<file path="src/source/cmdproc_settings.svh">
// Host command processor constants
// Frame length, SPI timing and the fixed reply codes

`ifndef CMDPROC_SETTINGS_SVH
`define CMDPROC_SETTINGS_SVH

// --------------------------------------------------
// command frame
`define FRAME_BYTES      8

// --------------------------------------------------
// reply codes
`define FW_VERSION       11
`define PLL_RESET_ACK    33
`define UNUSED_ACK       19

// --------------------------------------------------
// SPI side
`define CS_SETUP_CYCLES  6   // clocks with cs low before first byte
`define CS_HOLD_CYCLES   16  // clocks after read-back before reply
`define SPI_CHIPS        8

`endif

</file>
<file path="src/source/cmdproc_pkg.sv">
// Host command processor types
// Data widths, frame layout, opcodes and FSM states

package cmdproc_pkg;

	typedef logic [7:0]  byte_t;
	typedef logic [31:0] word_t;
	typedef logic [2:0]  chip_t;

	typedef byte_t [7:0] frame_t; // index 0 is the opcode byte

	typedef enum logic [7:0] {
		OP_PLL_RESET = 8'd1,
		OP_VERSION   = 8'd2,
		OP_SPI       = 8'd3,
		OP_UNUSED    = 8'd4
	} opcode_e;

	typedef enum logic [1:0] {
		D_IDLE,
		D_SPI_WAIT,
		D_REPLY
	} disp_state_e;

	typedef enum logic [2:0] {
		S_IDLE,
		S_SETUP,
		S_WAIT_READY,
		S_STROBE,
		S_WAIT_RX,
		S_HOLD
	} spi_state_e;

endpackage

</file>
<file path="src/source/frame_receiver.sv">
// Frame receiver
// Collects command bytes from the input stream into one frame,
// then stalls the stream until the dispatcher releases the frame.

`timescale 1ns/1ps
`include "cmdproc_settings.svh"

module frame_receiver (
	input  logic                clk,
	input  logic                rstn,
	input  logic                i_in_valid,
	input  cmdproc_pkg::byte_t  i_in_data,
	input  logic                i_release,
	output logic                o_in_ready,
	output logic                o_frame_valid,
	output cmdproc_pkg::frame_t o_frame
);
	import cmdproc_pkg::*;

	localparam int CNT_W = $clog2(`FRAME_BYTES);

	logic [CNT_W-1:0] byte_cnt;
	logic             accept;
	frame_t           frame_q;

	assign o_in_ready = !o_frame_valid; // stalled while a frame is held
	assign accept     = i_in_valid && o_in_ready;
	assign o_frame    = frame_q;

	always_ff @(posedge clk or negedge rstn) begin
		if (!rstn) begin
			byte_cnt      <= '0;
			o_frame_valid <= 1'b0;
		end else if (accept) begin
			if (byte_cnt == CNT_W'(`FRAME_BYTES - 1)) begin
				byte_cnt      <= '0;
				o_frame_valid <= 1'b1; // last byte in
			end else begin
				byte_cnt <= byte_cnt + 1'b1;
			end
		end else if (i_release) begin
			o_frame_valid <= 1'b0;
		end
	end

	always_ff @(posedge clk) begin
		if (accept) begin
			frame_q[byte_cnt] <= i_in_data;
		end
	end

	// held frame must not move under the dispatcher
	a_frame_stable : assert property (
		@(posedge clk) disable iff (!rstn)
		o_frame_valid && !i_release |=> $stable(o_frame)
	);

endmodule

</file>
<file path="src/source/spi_sequencer.sv">
// SPI sequencer
// Drives one SPI transaction: selects the chip, waits for setup,
// strobes 2 to 4 bytes out as the serializer becomes ready, takes
// the read-back byte and holds chip select before finishing.

`timescale 1ns/1ps
`include "cmdproc_settings.svh"

module spi_sequencer (
	input  logic                     clk,
	input  logic                     rstn,
	input  logic                     i_start,
	input  cmdproc_pkg::chip_t       i_chip,
	input  cmdproc_pkg::byte_t       i_count,
	input  cmdproc_pkg::byte_t [3:0] i_tx_bytes,
	input  logic                     i_spi_tx_ready,
	input  logic                     i_spi_rx_dv,
	input  cmdproc_pkg::byte_t       i_spi_rx,
	output logic [`SPI_CHIPS-1:0]    o_spi_cs,
	output cmdproc_pkg::chip_t       o_miso_sel,
	output cmdproc_pkg::byte_t       o_spi_tx,
	output logic                     o_spi_tx_dv,
	output logic                     o_done,
	output cmdproc_pkg::byte_t       o_rx_byte
);
	import cmdproc_pkg::*;

	localparam int NCS   = `SPI_CHIPS;
	localparam int TMR_W = $clog2(`CS_HOLD_CYCLES + 1);

	spi_state_e       state;
	logic [TMR_W-1:0] timer;
	logic [1:0]       idx;
	logic             two_byte;
	logic             four_byte;
	logic             last_byte;
	byte_t [3:0]      tx_bytes;

	// count 2 skips the middle byte, count 4 adds the fourth
	assign last_byte   = four_byte ? (idx == 2'd3) : (idx == 2'd2);
	assign o_spi_tx    = tx_bytes[idx];
	assign o_spi_tx_dv = (state == S_WAIT_READY) && i_spi_tx_ready;

	// --------------------------------------------------
	// control
	always_ff @(posedge clk or negedge rstn) begin
		if (!rstn) begin
			state      <= S_IDLE;
			timer      <= '0;
			idx        <= '0;
			o_spi_cs   <= '1;
			o_miso_sel <= '0;
			o_done     <= 1'b0;
		end else begin
			o_done <= 1'b0;
			case (state)
			S_IDLE: if (i_start) begin
				o_spi_cs   <= ~(NCS'(1) << i_chip); // one line low
				o_miso_sel <= i_chip;
				timer      <= '0;
				idx        <= '0;
				state      <= S_SETUP;
			end
			S_SETUP: begin
				if (timer == TMR_W'(`CS_SETUP_CYCLES - 1)) begin
					timer <= '0;
					state <= S_WAIT_READY;
				end else begin
					timer <= timer + 1'b1;
				end
			end
			S_WAIT_READY: if (i_spi_tx_ready) begin
				state <= S_STROBE; // strobe went out this cycle
			end
			S_STROBE: begin
				if (last_byte) begin
					state <= S_WAIT_RX;
				end else begin
					idx   <= (two_byte && idx == 2'd0) ? 2'd2 : idx + 2'd1;
					state <= S_WAIT_READY;
				end
			end
			S_WAIT_RX: if (i_spi_rx_dv) begin
				timer <= '0;
				state <= S_HOLD;
			end
			S_HOLD: begin
				if (timer == TMR_W'(`CS_HOLD_CYCLES - 1)) begin
					o_spi_cs <= '1;
					o_done   <= 1'b1;
					state    <= S_IDLE;
				end else begin
					timer <= timer + 1'b1;
				end
			end
			default: state <= S_IDLE;
			endcase
		end
	end

	// --------------------------------------------------
	// transaction data
	always_ff @(posedge clk) begin
		if (state == S_IDLE && i_start) begin
			tx_bytes  <= i_tx_bytes;
			two_byte  <= (i_count == 8'd2);
			four_byte <= (i_count == 8'd4); // anything else sends 3
		end
		if (state == S_WAIT_RX && i_spi_rx_dv) begin
			o_rx_byte <= i_spi_rx;
		end
	end

	a_tx_dv_single : assert property (
		@(posedge clk) disable iff (!rstn)
		o_spi_tx_dv |=> !o_spi_tx_dv
	);

	// at most one chip selected, and it is the one being listened to
	a_cs_onehot : assert property (
		@(posedge clk) disable iff (!rstn)
		!(&o_spi_cs) |-> $onehot(~o_spi_cs) && !o_spi_cs[o_miso_sel]
	);

endmodule

</file>
<file path="src/source/cmd_dispatch.sv">
// Command dispatcher
// Decodes the opcode of a held frame, pulses the PLL reset, hands
// SPI commands to the sequencer and loads one reply word per command.
// The frame is released once its reply has left the output stream.

`timescale 1ns/1ps
`include "cmdproc_settings.svh"

module cmd_dispatch (
	input  logic                     clk,
	input  logic                     rstn,
	input  logic                     i_frame_valid,
	input  cmdproc_pkg::frame_t      i_frame,
	input  logic                     i_spi_done,
	input  cmdproc_pkg::byte_t       i_spi_rx_byte,
	input  logic                     i_reply_busy,
	output logic                     o_release,
	output logic                     o_pll_reset,
	output logic                     o_spi_start,
	output cmdproc_pkg::chip_t       o_spi_chip,
	output cmdproc_pkg::byte_t       o_spi_count,
	output cmdproc_pkg::byte_t [3:0] o_spi_bytes,
	output logic                     o_reply_load,
	output cmdproc_pkg::word_t       o_reply_word
);
	import cmdproc_pkg::*;

	disp_state_e state;
	opcode_e     opcode;
	logic        decode;

	assign opcode = opcode_e'(i_frame[0]);
	assign decode = i_frame_valid && !o_release; // frame still up during release

	// frame is stable while held, so the sequencer args come straight off it
	assign o_spi_chip  = chip_t'(i_frame[1][2:0]);
	assign o_spi_count = i_frame[7];
	assign o_spi_bytes = i_frame[5:2];

	always_ff @(posedge clk or negedge rstn) begin
		if (!rstn) begin
			state        <= D_IDLE;
			o_release    <= 1'b0;
			o_pll_reset  <= 1'b0;
			o_spi_start  <= 1'b0;
			o_reply_load <= 1'b0;
		end else begin
			o_release    <= 1'b0;
			o_pll_reset  <= 1'b0;
			o_spi_start  <= 1'b0;
			o_reply_load <= 1'b0;
			case (state)
			D_IDLE: if (decode) begin
				case (opcode)
				OP_PLL_RESET: begin
					o_pll_reset  <= 1'b1;
					o_reply_load <= 1'b1;
					state        <= D_REPLY;
				end
				OP_VERSION, OP_UNUSED: begin
					o_reply_load <= 1'b1;
					state        <= D_REPLY;
				end
				OP_SPI: begin
					o_spi_start <= 1'b1;
					state       <= D_SPI_WAIT;
				end
				default: o_release <= 1'b1; // unknown opcode is dropped
				endcase
			end
			D_SPI_WAIT: if (i_spi_done) begin
				o_reply_load <= 1'b1;
				state        <= D_REPLY;
			end
			D_REPLY: if (!i_reply_busy && !o_reply_load) begin
				o_release <= 1'b1; // word accepted
				state     <= D_IDLE;
			end
			default: state <= D_IDLE;
			endcase
		end
	end

	always_ff @(posedge clk) begin
		if (state == D_SPI_WAIT && i_spi_done) begin
			o_reply_word <= word_t'(i_spi_rx_byte); // zero-extended
		end else if (state == D_IDLE && decode) begin
			case (opcode)
			OP_PLL_RESET: o_reply_word <= word_t'(`PLL_RESET_ACK);
			OP_VERSION:   o_reply_word <= word_t'(`FW_VERSION);
			OP_UNUSED:    o_reply_word <= word_t'(`UNUSED_ACK);
			default:      o_reply_word <= o_reply_word;
			endcase
		end
	end

	a_release_held : assert property (
		@(posedge clk) disable iff (!rstn)
		o_release |-> i_frame_valid
	);

endmodule

</file>
<file path="src/source/reply_sender.sv">
// Reply sender
// One-word output register on the reply stream. The word is held
// with valid raised until the consumer takes it.

`timescale 1ns/1ps

module reply_sender (
	input  logic               clk,
	input  logic               rstn,
	input  logic               i_reply_load,
	input  cmdproc_pkg::word_t i_reply_word,
	input  logic               i_out_ready,
	output logic               o_out_valid,
	output cmdproc_pkg::word_t o_out_data
);
	import cmdproc_pkg::*;

	word_t data_q;

	assign o_out_data = data_q;

	always_ff @(posedge clk or negedge rstn) begin
		if (!rstn) begin
			o_out_valid <= 1'b0;
		end else if (i_reply_load) begin
			o_out_valid <= 1'b1;
		end else if (i_out_ready) begin
			o_out_valid <= 1'b0; // taken
		end
	end

	always_ff @(posedge clk) begin
		if (i_reply_load) begin
			data_q <= i_reply_word;
		end
	end

	a_hold_until_ready : assert property (
		@(posedge clk) disable iff (!rstn)
		o_out_valid && !i_out_ready |=> o_out_valid && $stable(o_out_data)
	);

	// only one command in flight, so no load on a busy register
	a_no_overwrite : assert property (
		@(posedge clk) disable iff (!rstn)
		i_reply_load |-> !o_out_valid
	);

endmodule

</file>
<file path="src/source/cmdproc_top.sv">
// Host command processor top level
// Frame receiver, command dispatcher, SPI sequencer and reply
// sender on one clock

`timescale 1ns/1ps
`include "cmdproc_settings.svh"

module cmdproc_top (
	input  logic                  clk,
	input  logic                  rstn,
	input  logic                  i_in_valid,
	input  cmdproc_pkg::byte_t    i_in_data,
	output logic                  o_in_ready,
	input  logic                  i_out_ready,
	output logic                  o_out_valid,
	output cmdproc_pkg::word_t    o_out_data,
	output logic                  o_pll_reset,
	output logic [`SPI_CHIPS-1:0] o_spi_cs,
	output cmdproc_pkg::chip_t    o_miso_sel,
	output cmdproc_pkg::byte_t    o_spi_tx,
	output logic                  o_spi_tx_dv,
	input  logic                  i_spi_tx_ready,
	input  logic                  i_spi_rx_dv,
	input  cmdproc_pkg::byte_t    i_spi_rx
);
	import cmdproc_pkg::*;

	logic        frame_valid;
	logic        frame_release;
	frame_t      frame;
	logic        spi_start;
	chip_t       spi_chip;
	byte_t       spi_count;
	byte_t [3:0] spi_bytes;
	logic        spi_done;
	byte_t       spi_rx_byte;
	logic        reply_load;
	word_t       reply_word;

	// --------------------------------------------------
	frame_receiver u_rx (
		.clk           (clk),
		.rstn          (rstn),
		.i_in_valid    (i_in_valid),
		.i_in_data     (i_in_data),
		.i_release     (frame_release),
		.o_in_ready    (o_in_ready),
		.o_frame_valid (frame_valid),
		.o_frame       (frame)
	);

	cmd_dispatch u_disp (
		.clk           (clk),
		.rstn          (rstn),
		.i_frame_valid (frame_valid),
		.i_frame       (frame),
		.i_spi_done    (spi_done),
		.i_spi_rx_byte (spi_rx_byte),
		.i_reply_busy  (o_out_valid), // sender valid doubles as busy
		.o_release     (frame_release),
		.o_pll_reset   (o_pll_reset),
		.o_spi_start   (spi_start),
		.o_spi_chip    (spi_chip),
		.o_spi_count   (spi_count),
		.o_spi_bytes   (spi_bytes),
		.o_reply_load  (reply_load),
		.o_reply_word  (reply_word)
	);

	spi_sequencer u_spi (
		.clk            (clk),
		.rstn           (rstn),
		.i_start        (spi_start),
		.i_chip         (spi_chip),
		.i_count        (spi_count),
		.i_tx_bytes     (spi_bytes),
		.i_spi_tx_ready (i_spi_tx_ready),
		.i_spi_rx_dv    (i_spi_rx_dv),
		.i_spi_rx       (i_spi_rx),
		.o_spi_cs       (o_spi_cs),
		.o_miso_sel     (o_miso_sel),
		.o_spi_tx       (o_spi_tx),
		.o_spi_tx_dv    (o_spi_tx_dv),
		.o_done         (spi_done),
		.o_rx_byte      (spi_rx_byte)
	);

	reply_sender u_tx (
		.clk          (clk),
		.rstn         (rstn),
		.i_reply_load (reply_load),
		.i_reply_word (reply_word),
		.i_out_ready  (i_out_ready),
		.o_out_valid  (o_out_valid),
		.o_out_data   (o_out_data)
	);

endmodule

</file>
<file path="config.mk">
export PLATFORM = sky130hd
export DESIGN_NAME = cmdproc_top
export DESIGN_NICKNAME = d
export VERILOG_FILES = /design/src/source/cmdproc_pkg.sv /design/src/source/frame_receiver.sv /design/src/source/spi_sequencer.sv /design/src/source/cmd_dispatch.sv /design/src/source/reply_sender.sv /design/src/source/cmdproc_top.sv
export VERILOG_INCLUDE_DIRS = /design/src /design/src/source
export SDC_FILE = /design/constraint.sdc
export NUM_CORES = 1
export LEC_CHECK = 0
export BUFFER_PORTS_ARGS = -buffer_cell sky130_fd_sc_hd__buf_2
export CAP_MARGIN = 20
export CORE_AREA = 2 2 91 110
export CTS_CLUSTER_SIZE = 16
export DETAILED_ROUTE_END_ITERATION = 6
export DIE_AREA = 0 0 93 112
export GPL_TIMING_DRIVEN = 0
export HOLD_SLACK_MARGIN = 0.12
export PLACE_DENSITY = 0.81
export SYNTH_ARGS = -nofsm -noshare
export SYNTH_HDL_FRONTEND = slang
export SYNTH_SLANG_ARGS = --single-unit
</file>
<file path="constraint.sdc">
create_clock -name clk -period 7.9 [get_ports clk]
set_input_delay 1.58 -clock clk [delete_from_list [all_inputs] [get_ports clk]]
set_output_delay 1.58 -clock clk [all_outputs]
set_load 0.02 [all_outputs]
</file>
# Word level (Yosys, flattened, before mapping)
# Index checks and enable logic that the tools add are counted.
[word_totals]
out_inout_bits = 55
elab_cells = 161
ff_bits = 203
in_bits = 22
[op_classes]
shift = 1
n_lt_le_gt_ge = 3
muxes = 55
add_sub_neg = 3
eq_ne = 30
n_bitwise = 1
reduce_logical = 36
[ops]
columns = ["operator", "count"]
rows = [
  ["$pmux 32 s3", 1],
  ["$bwmux 64", 1],
  ["$mux 8", 6],
  ["$demux 8 s3", 1],
  ["$eq 8x2->1 const B", 3],
  ["$mux 3", 7],
  ["$mux 1", 20],
  ["$mux 5", 4],
  ["$pmux 5 s4", 1],
  ["$pmux 3 s6", 1],
  ["$bmux 8 s2", 1],
  ["$eq 8x3->1 const B", 2],
  ["$pmux 8 s2", 1],
  ["$mux 2", 6],
  ["$ne 2x2->1 const B", 6],
  ["$logic_and 1x1->1", 10],
  ["$ne 2x1->1 const B", 5],
  ["$reduce_bool 2->1", 5],
  ["$eq 3x3->1 const B", 3],
  ["$eq 8x1->1 const B", 1],
  ["$not 8->8", 1],
  ["$pmux 2 s2", 2],
  ["$reduce_and 2->1", 4],
  ["$reduce_and 4->1", 2],
  ["25 further kinds", 35],
]

# Logic depth before layout (Yosys ltp)
# Gate-level depths: netlist of run 1.
[logic_depth]
word_depth = 5
depth_mapped = 8
ltp_nobuf = 7

# Hierarchy
# From an unflattened synthesis of run 1, not the netlist that was laid out.
[hier_totals]
cells_unflattened = 422
area_unflattened_um2 = 7040.5
[by_module_without_submodules]
columns = ["mod", "seq_area_each_um2", "area_each_um2", "cells_per_inst", "n_inst"]
rows = [
  ["spi_sequencer", 1821.7, 2656.3, 173, 1],
  ["frame_receiver", 2021.9, 2182.1, 91, 1],
  ["cmd_dispatch", 390.4, 1204.9, 123, 1],
  ["reply_sender", 985.9, 997.2, 35, 1],
]

# Least setup slack after synthesis of run 1
# No wires, ideal clock.
[synth_timing]
kind = "input port to output port"
startpoint = "input i_spi_tx_ready"
endpoint = "output o_spi_tx_dv"
required_ps = 6320
arrival_ps = 2294
stages = 1
path_buffers = 0
path_slack_ps = 4026
cell_sequence = "nor4b_1"
[synth_via]
elab_chain_cells = 1
[synth_rtl]
columns = ["element", "line", "rtl"]
rows = [
  ["start, declared", "cmdproc_top.sv:22", "input logic i_spi_tx_ready,"],
  ["$logic_and 1x1->1", "spi_sequencer.sv:42", "assign o_spi_tx_dv = (state == S_WAIT_READY) && i_spi_tx_ready;"],
  ["end, declared", "cmdproc_top.sv:21", "output logic o_spi_tx_dv,"],
]
# No other way between the ends.

# Final worst setup path of run 1
# Ends and elaborated chain as after synthesis.

==> impl_metrics.yaml, run 1 <==
clock_tree:
  postCtsSetupRepairBufs: 0
  worstSkewPairLatency_ns: 0.41
  root_buffer: "clkbuf_16"
  htree_num_levels: 4
  cts_resized: 0
  cts_sinks: 142
  ctsHoldBuffers: 0
  cts_buffer_depth: 2
  cts_tree: "built"
  path_clk_slew_ns: 0.06
  cts_buffers: 17
outcome:
  status: "finished, final reports clean"
synth:
  synth_most_common_cell: "edfxtp_1"
  netlist_area_mm2: 0.005489
  yosys_warnings: 0
  synth_cells: 337
  synth-seq-cells: 142
  synth_edf_count: 109
  synthFlopType: "edfxtp_1"
  synth_cell_types: 50
  synth_common_cells: "edfxtp_1 (109), buf_4 (25), dfrtp_1 (25)"
  async_reset_ff_frac: 0.2324
  yosys.area.top_type: "edfxtp_1"
  synth-seq-area-share: 0.7486
  synth.avg_cell_area_um2: 16.29
  synth_top_area_frac: 0.5963
  synthTopCellsByArea: "edfxtp_1 (60%), dfrtp_1 (11%), dfstp_2 (3.8%)"
detailed_routing:
  drcViolationCount: 0
  drt-total-wl_um: 10440
  viasPerCell: 5.481
  drtPass1Iterations: 5
  drt_iter0_drc: 235
  detail-route-antenna-nets: 0
  vias: 3135
  drt-wirelength-per-cell_um: 18.25
flow_run:
  drv_cap: 0
pwr:
  cellPowerDensity_mw_per_mm2: 326.1
  vdd_ir_drop_max_uv: 240.5
  p_leak_nw: 2.658
sta:
  maxSlewHeadroom: 0.3401
  grt_setup_unrepaired: "no"
  clock.fmax_ghz: 0.2666
  period_share: 0.4748
  finalSetupViolations: 0
  hold_violations: 0
  max_slew.worst_pin.slew_ns: 0.9876
  fin_skew_ns: 0.005629
  tns_ns: 0
  drv_slew: 0
  min_period_ns: 3.751
setup_path:
  crit_path_start_kind: "input port"
  required_ns: 6.32
  path_max_fanout: 2
  path_class: "in2out"
  critPathCaptureType: "primary output"
  cp.arrival_ns: 2.17
layout:
  multi_input_area_mm2: 0.001239
  stdcell_area_mm2: 0.006719
  register_area_mm2: 0.004109
  fill_cells: 548
  fin_cells: 572
  antenna_cells: 0
  drive_gt1_frac: 0.3296
  area_growth_syn_to_layout_pct: 22.41
  fin_nets: 464
  final_core_util: 0.7171
grt:
  grt_pass1_wl_um: 16080
  antenna_found_initial: 0
  grt_pass1_vias: 3154
  grt_usage: 0.2081
  grt_max_degree: 38
  overflow: 0
place:
  place_hpwl_um: 6265
  numPortBuffers: 52
  gp_congestion: 0.8627
  placed_cell_area_mm2: 0.006046
  place_inst: 539
floorplanning:
  die-area_mm2: 0.01042
  die_y_um: 112
  start_util: 0.5859
  die_w_um: 93
  io_pins: 77
  core_mm2: 0.009369
  num_rows: 39
worst_hold_path:
  hold_class: "reg2reg"
==> final timing paths <==
kind	startpoint	end	slack, ns	cells past startpoint
max in group asynchronous	rstn	u_rx.byte_cnt[0]	6.16	1
worst min register to register	u_rx.o_frame[46]	u_spi.tx_bytes[30]	0.41	0
min in group asynchronous	rstn	u_spi.timer[0]	1.25	1
worst max-delay path	i_spi_tx_ready	o_spi_tx_dv	4.15	3
worst min-delay path	u_rx.o_frame[46]	u_spi.tx_bytes[30]	0.41	0
worst max register to register	u_spi.state[2]	u_spi.o_miso_sel[1]	5.49	4
==> critical path, stage by stage <==
cell	delay, ns
buf_2	0.09
nor4b_1	0.27
buf_2	0.23
==> cell type report <==
| type | count | share of cell area |
|---|---|---|
| clock inverter | 15 | 0.03613 |
| sequential | 142 | 0.6115 |
| clock buffer | 17 | 0.06331 |
| timing repair buffer | 57 | 0.04395 |
| buffer | 31 | 0.03166 |
| tap | 123 | 0.02291 |
| inverter | 11 | 0.006145 |
| multi-input combinational | 176 | 0.1844 |
==> stage by stage <==
step                setup slack (ns)  power (mW)  hold WS, ns
global placement               4.099       1.258       0.4019
finish                         4.149       2.191       0.4143
floorplan                      4.026       1.180       0.4003
global route                   4.062       2.268       0.4197
detailed placement             4.139       1.297       0.4045
CTS                            4.142       2.193       0.4154
==> registers in the layout (all words and copies together), names as in the netlist, 5 cells and up <==
| register | count |
|---|---|
| u_spi.timer | 5 |
| u_spi.o_spi_cs | 8 |
| u_spi.o_rx_byte | 8 |
| u_disp.o_reply_word | 8 |
| u_tx.o_out_data | 8 |
| u_rx.o_frame | 51 |
| u_spi.tx_bytes | 32 |
==> layout by cell type, fill, tap and decap left out, types with 2 or more instances in the layout <==
cell type,netlist,layout
nand2b_1,5,5
bufinv_16,0,6
clkinv_1,0,2
nand2_1,18,18
dfrtp_1,25,25
buf_4,25,29
nand3_1,4,4
nor2_1,18,17
o21ai_0,6,6
mux2_2,7,7
clkinvlp_4,0,2
conb_1,1,24
nor3_1,9,9
buf_2,2,54
a21oi_1,14,14
nor4_2,0,2
clkinv_4,0,3
ha_1,6,6
and2_1,3,3
o22ai_1,2,2
dfstp_2,8,8
nor2b_1,3,3
inv_1,11,11
a21o_1,4,4
mux4_2,8,8
edfxtp_1,109,109
xor2_1,3,3
o31ai_1,4,4
clkbuf_16,0,17
nor3b_1,7,7
clkbuf_1,4,4
o21a_1,2,2
and3_1,3,3
==> logic make-up (layout without fill, tap and decap cells) <==
family	count (synthesis)	count (layout)	synth area share
flops	142	142	0.7486
simple gates	88	88	0.09072
buf+inv	42	131	0.04627
compound gates	40	40	0.04810
mux	15	15	0.04719
fa+ha+maj	6	6	0.01368
xor+xnor	3	3	0.004788
other cells	1	24	0.0006832
==> where the power goes <==
group	internal [mW]	total, mW	switching [mW]
Sequential	0.887	0.950	0.0631
Combinational	0.135	0.355	0.220
Clock	0.591	0.886	0.295
Total	1.61	2.19	0.578
==> metal layers <==
metal	global-route usage	routed length (um)
met5	0	0
met4	0.07745	267
met3	0.06834	658
met2	0.3531	5641
met1	0.2479	3873
Note: power is estimated with default switching activity, not from simulation.
==> run 2: changes to the inputs <==
CORE_AREA = 2 2 98 119   (was 2 2 91 110)
DIE_AREA = 0 0 100 121   (was 0 0 93 112)
PLACE_DENSITY = 0.74   (was 0.81)
clock period = 3.3 ns   (was 7.9 ns; I/O delays follow)
==> run 2 against run 1 <==
Global-route usage decreased by 4.5 points. Sequential share of layout area increased by 1.2 points. Setup slack got worse by 3.4 ns. Wire length decreased by 11%. Die area increased by 16%. Register-to-register slack got worse by 4.5 ns. Clock-buffer cell count increased by 2. Power increased by 120%. Critical path type is now reg2out. Largest cell class unchanged.
==> impl_metrics.yaml, run 2 (synthesized netlist as in run 1, its figures left out) <==
outcome:
  status: "finished, final reports clean"
detailed_routing:
  drcViolationCount: 0
  drtPass1Iterations: 4
  vias: 3016
  viasPerCell: 5.200
  drt_iter0_drc: 163
  detail-route-antenna-nets: 0
  drt-wirelength-per-cell_um: 16.05
  drt-total-wl_um: 9309
sta:
  maxSlewHeadroom: 0.3505
  drv_slew: 0
  tns_ns: 0
  clock.fmax_ghz: 0.3852
  period_share: 0.7866
  fin_skew_ns: 0.008630
  min_period_ns: 2.596
  finalSetupViolations: 0
  whs_ns: 0.3110
  max_slew.worst_pin.slew_ns: 0.9719
  hold_violations: 0
  grt_setup_unrepaired: "no"
layout:
  drive_gt1_frac: 0.3259
  fin_cells: 580
  antenna_cells: 0
  final_cell_mix: "edfxtp_1 (109), buf_2 (54), buf_4 (29), dfrtp_1 (25), conb_1 (24)"
  fin_nets: 464
  layout.cells.most_common: "edfxtp_1"
  largest_reg_flops: 51
  area_growth_syn_to_layout_pct: 20.10
clock_tree:
  cts_resized: 0
  postCtsSetupRepairBufs: 0
  cts_buffers: 17
  cts_tree: "built"
  ctsHoldBuffers: 0
  worstSkewPairLatency_ns: 0.41
  cts_sinks: 142
  cts_buffer_depth: 2
  htree_num_levels: 4
  path_clk_slew_ns: 0.06
  root_buffer: "clkbuf_16"
place:
  gp_congestion: 0.8228
  numPortBuffers: 52
  place_inst: 548
  place_hpwl_um: 6335
worst_hold_path:
  hold_class: "in2async"
setup_path:
  worstPathCellList: "buf_2 -> mux4_2 -> buf_2"
  worst_r2r_startpoint: "u_spi.state[2]"
  r2r-end: "u_spi.o_miso_sel[0]"
  required_ns: 2.64
  startpoint: "u_spi.idx[0]"
  critPathCaptureType: "primary output"
  cpMaxStageDelayCell: "mux4_2"
  path_class: "reg2out"
  rr_worst_depth: 4
  cp.arrival_ns: 1.94
  crit_path_start_kind: "flop"
  rrSetupSlack_ns: 0.95
  crit_path_frequent_cell: "buf_2"
  crit_path_end: "o_spi_tx[3]"
  slowest_delay_ns: 0.56
  path_max_fanout: 10
pwr:
  cellPowerDensity_mw_per_mm2: 723.7
  p_int_mw: 3.464
  switching_power_mw: 1.308
  pwr-share-seq: 0.474
  netSwitchingFraction: 0.2741
  vdd_ir_drop_max_uv: 444.8
  pwr-share-clk: 0.356
  combPwrFrac: 0.169
  p_leak_nw: 2.603
floorplanning:
  num_rows: 42
  die_y_um: 121
  die-area_mm2: 0.01210
  die_w_um: 100
  start_util: 0.5022
  core_mm2: 0.01093
  io_pins: 77
flow_run:
  drv_cap: 0
grt:
  grt_usage: 0.1634
  grt_max_degree: 38
  overflow: 0
  grt_pass1_wl_um: 14460
  grt_pass1_vias: 3046
  antenna_found_initial: 0
## run 2: cell count changes in the layout (fill, tap and decap cells not counted), sizes merged
cell / previous run / this run
clkbuf: 22 / 24
clkinvlp: 2 / 1
bufinv: 6 / 1
clkinv: 6 / 9
## run 2: worst min-delay path by stage
stage,from,end,slack (ns),cells past startpoint
CTS,rstn,u_spi.timer[3],0.32,1
finish,rstn,u_spi.timer[3],0.31,1
floorplan,rstn,u_disp.o_pll_reset,0.36,0
global placement,u_rx.o_frame[33],u_spi.tx_bytes[17],0.40,0
detailed placement,u_rx.o_frame[45],u_spi.tx_bytes[29],0.40,0
global route,rstn,u_spi.timer[3],0.38,1
## run 2: power groups by stage
stage	Clock (mW)	Combinational, mW	Sequential [mW]
after floorplan	0	0.565	2.26
after global placement	0	0.746	2.27
final	1.70	0.808	2.26
after detailed placement	0	0.811	2.29
after CTS	1.74	0.815	2.26
after global routing	1.81	0.887	2.28
## run 2: metrics by stage
stage | setup WS (ns) | cell area, um2 | total power, mW | util
2_1_floorplan | 0.2118 | 5575 | 2.825 | -
3_3_place_gp | -0.2737 | 6001 | 3.016 | 0.5490
3_5_place_dp | 0.7023 | 6057 | 3.103 | 0.5541
4_1_cts | 0.6721 | 6588 | 4.812 | 0.6027
5_1_grt | 0.6312 | 6593 | 4.975 | 0.6031
6_report | 0.7041 | 6593 | 4.771 | 0.6031
## run 2: area by class of cell
class / instances / area, um2
sequential: 142 / 4109
fill: 804 / 4338
clock buffer: 19 / 432.9
inverter: 11 / 41.29
buffer: 31 / 212.7
timing repair buffer: 57 / 295.3
tap: 132 / 165.2
clock inverter: 12 / 97.59
multi-input combinational: 176 / 1239
## run 2: layer usage
layer	wire length (um)	vias up	GRT usage	part of all wire
met4	218	0	0.08647	0.023
met3	426	17	0.04781	0.046
met1	3563	1487	0.1743	0.38
li1	-	1419	-	-
met5	0	-	0	0
met2	5100	93	0.2897	0.55
## run 2: critical path, delay by kind of cell (launching register included)
kind | cells | cell delay, ns
buf+inv | 2 | 0.53
flops | 1 | 0.43
mux | 1 | 0.56
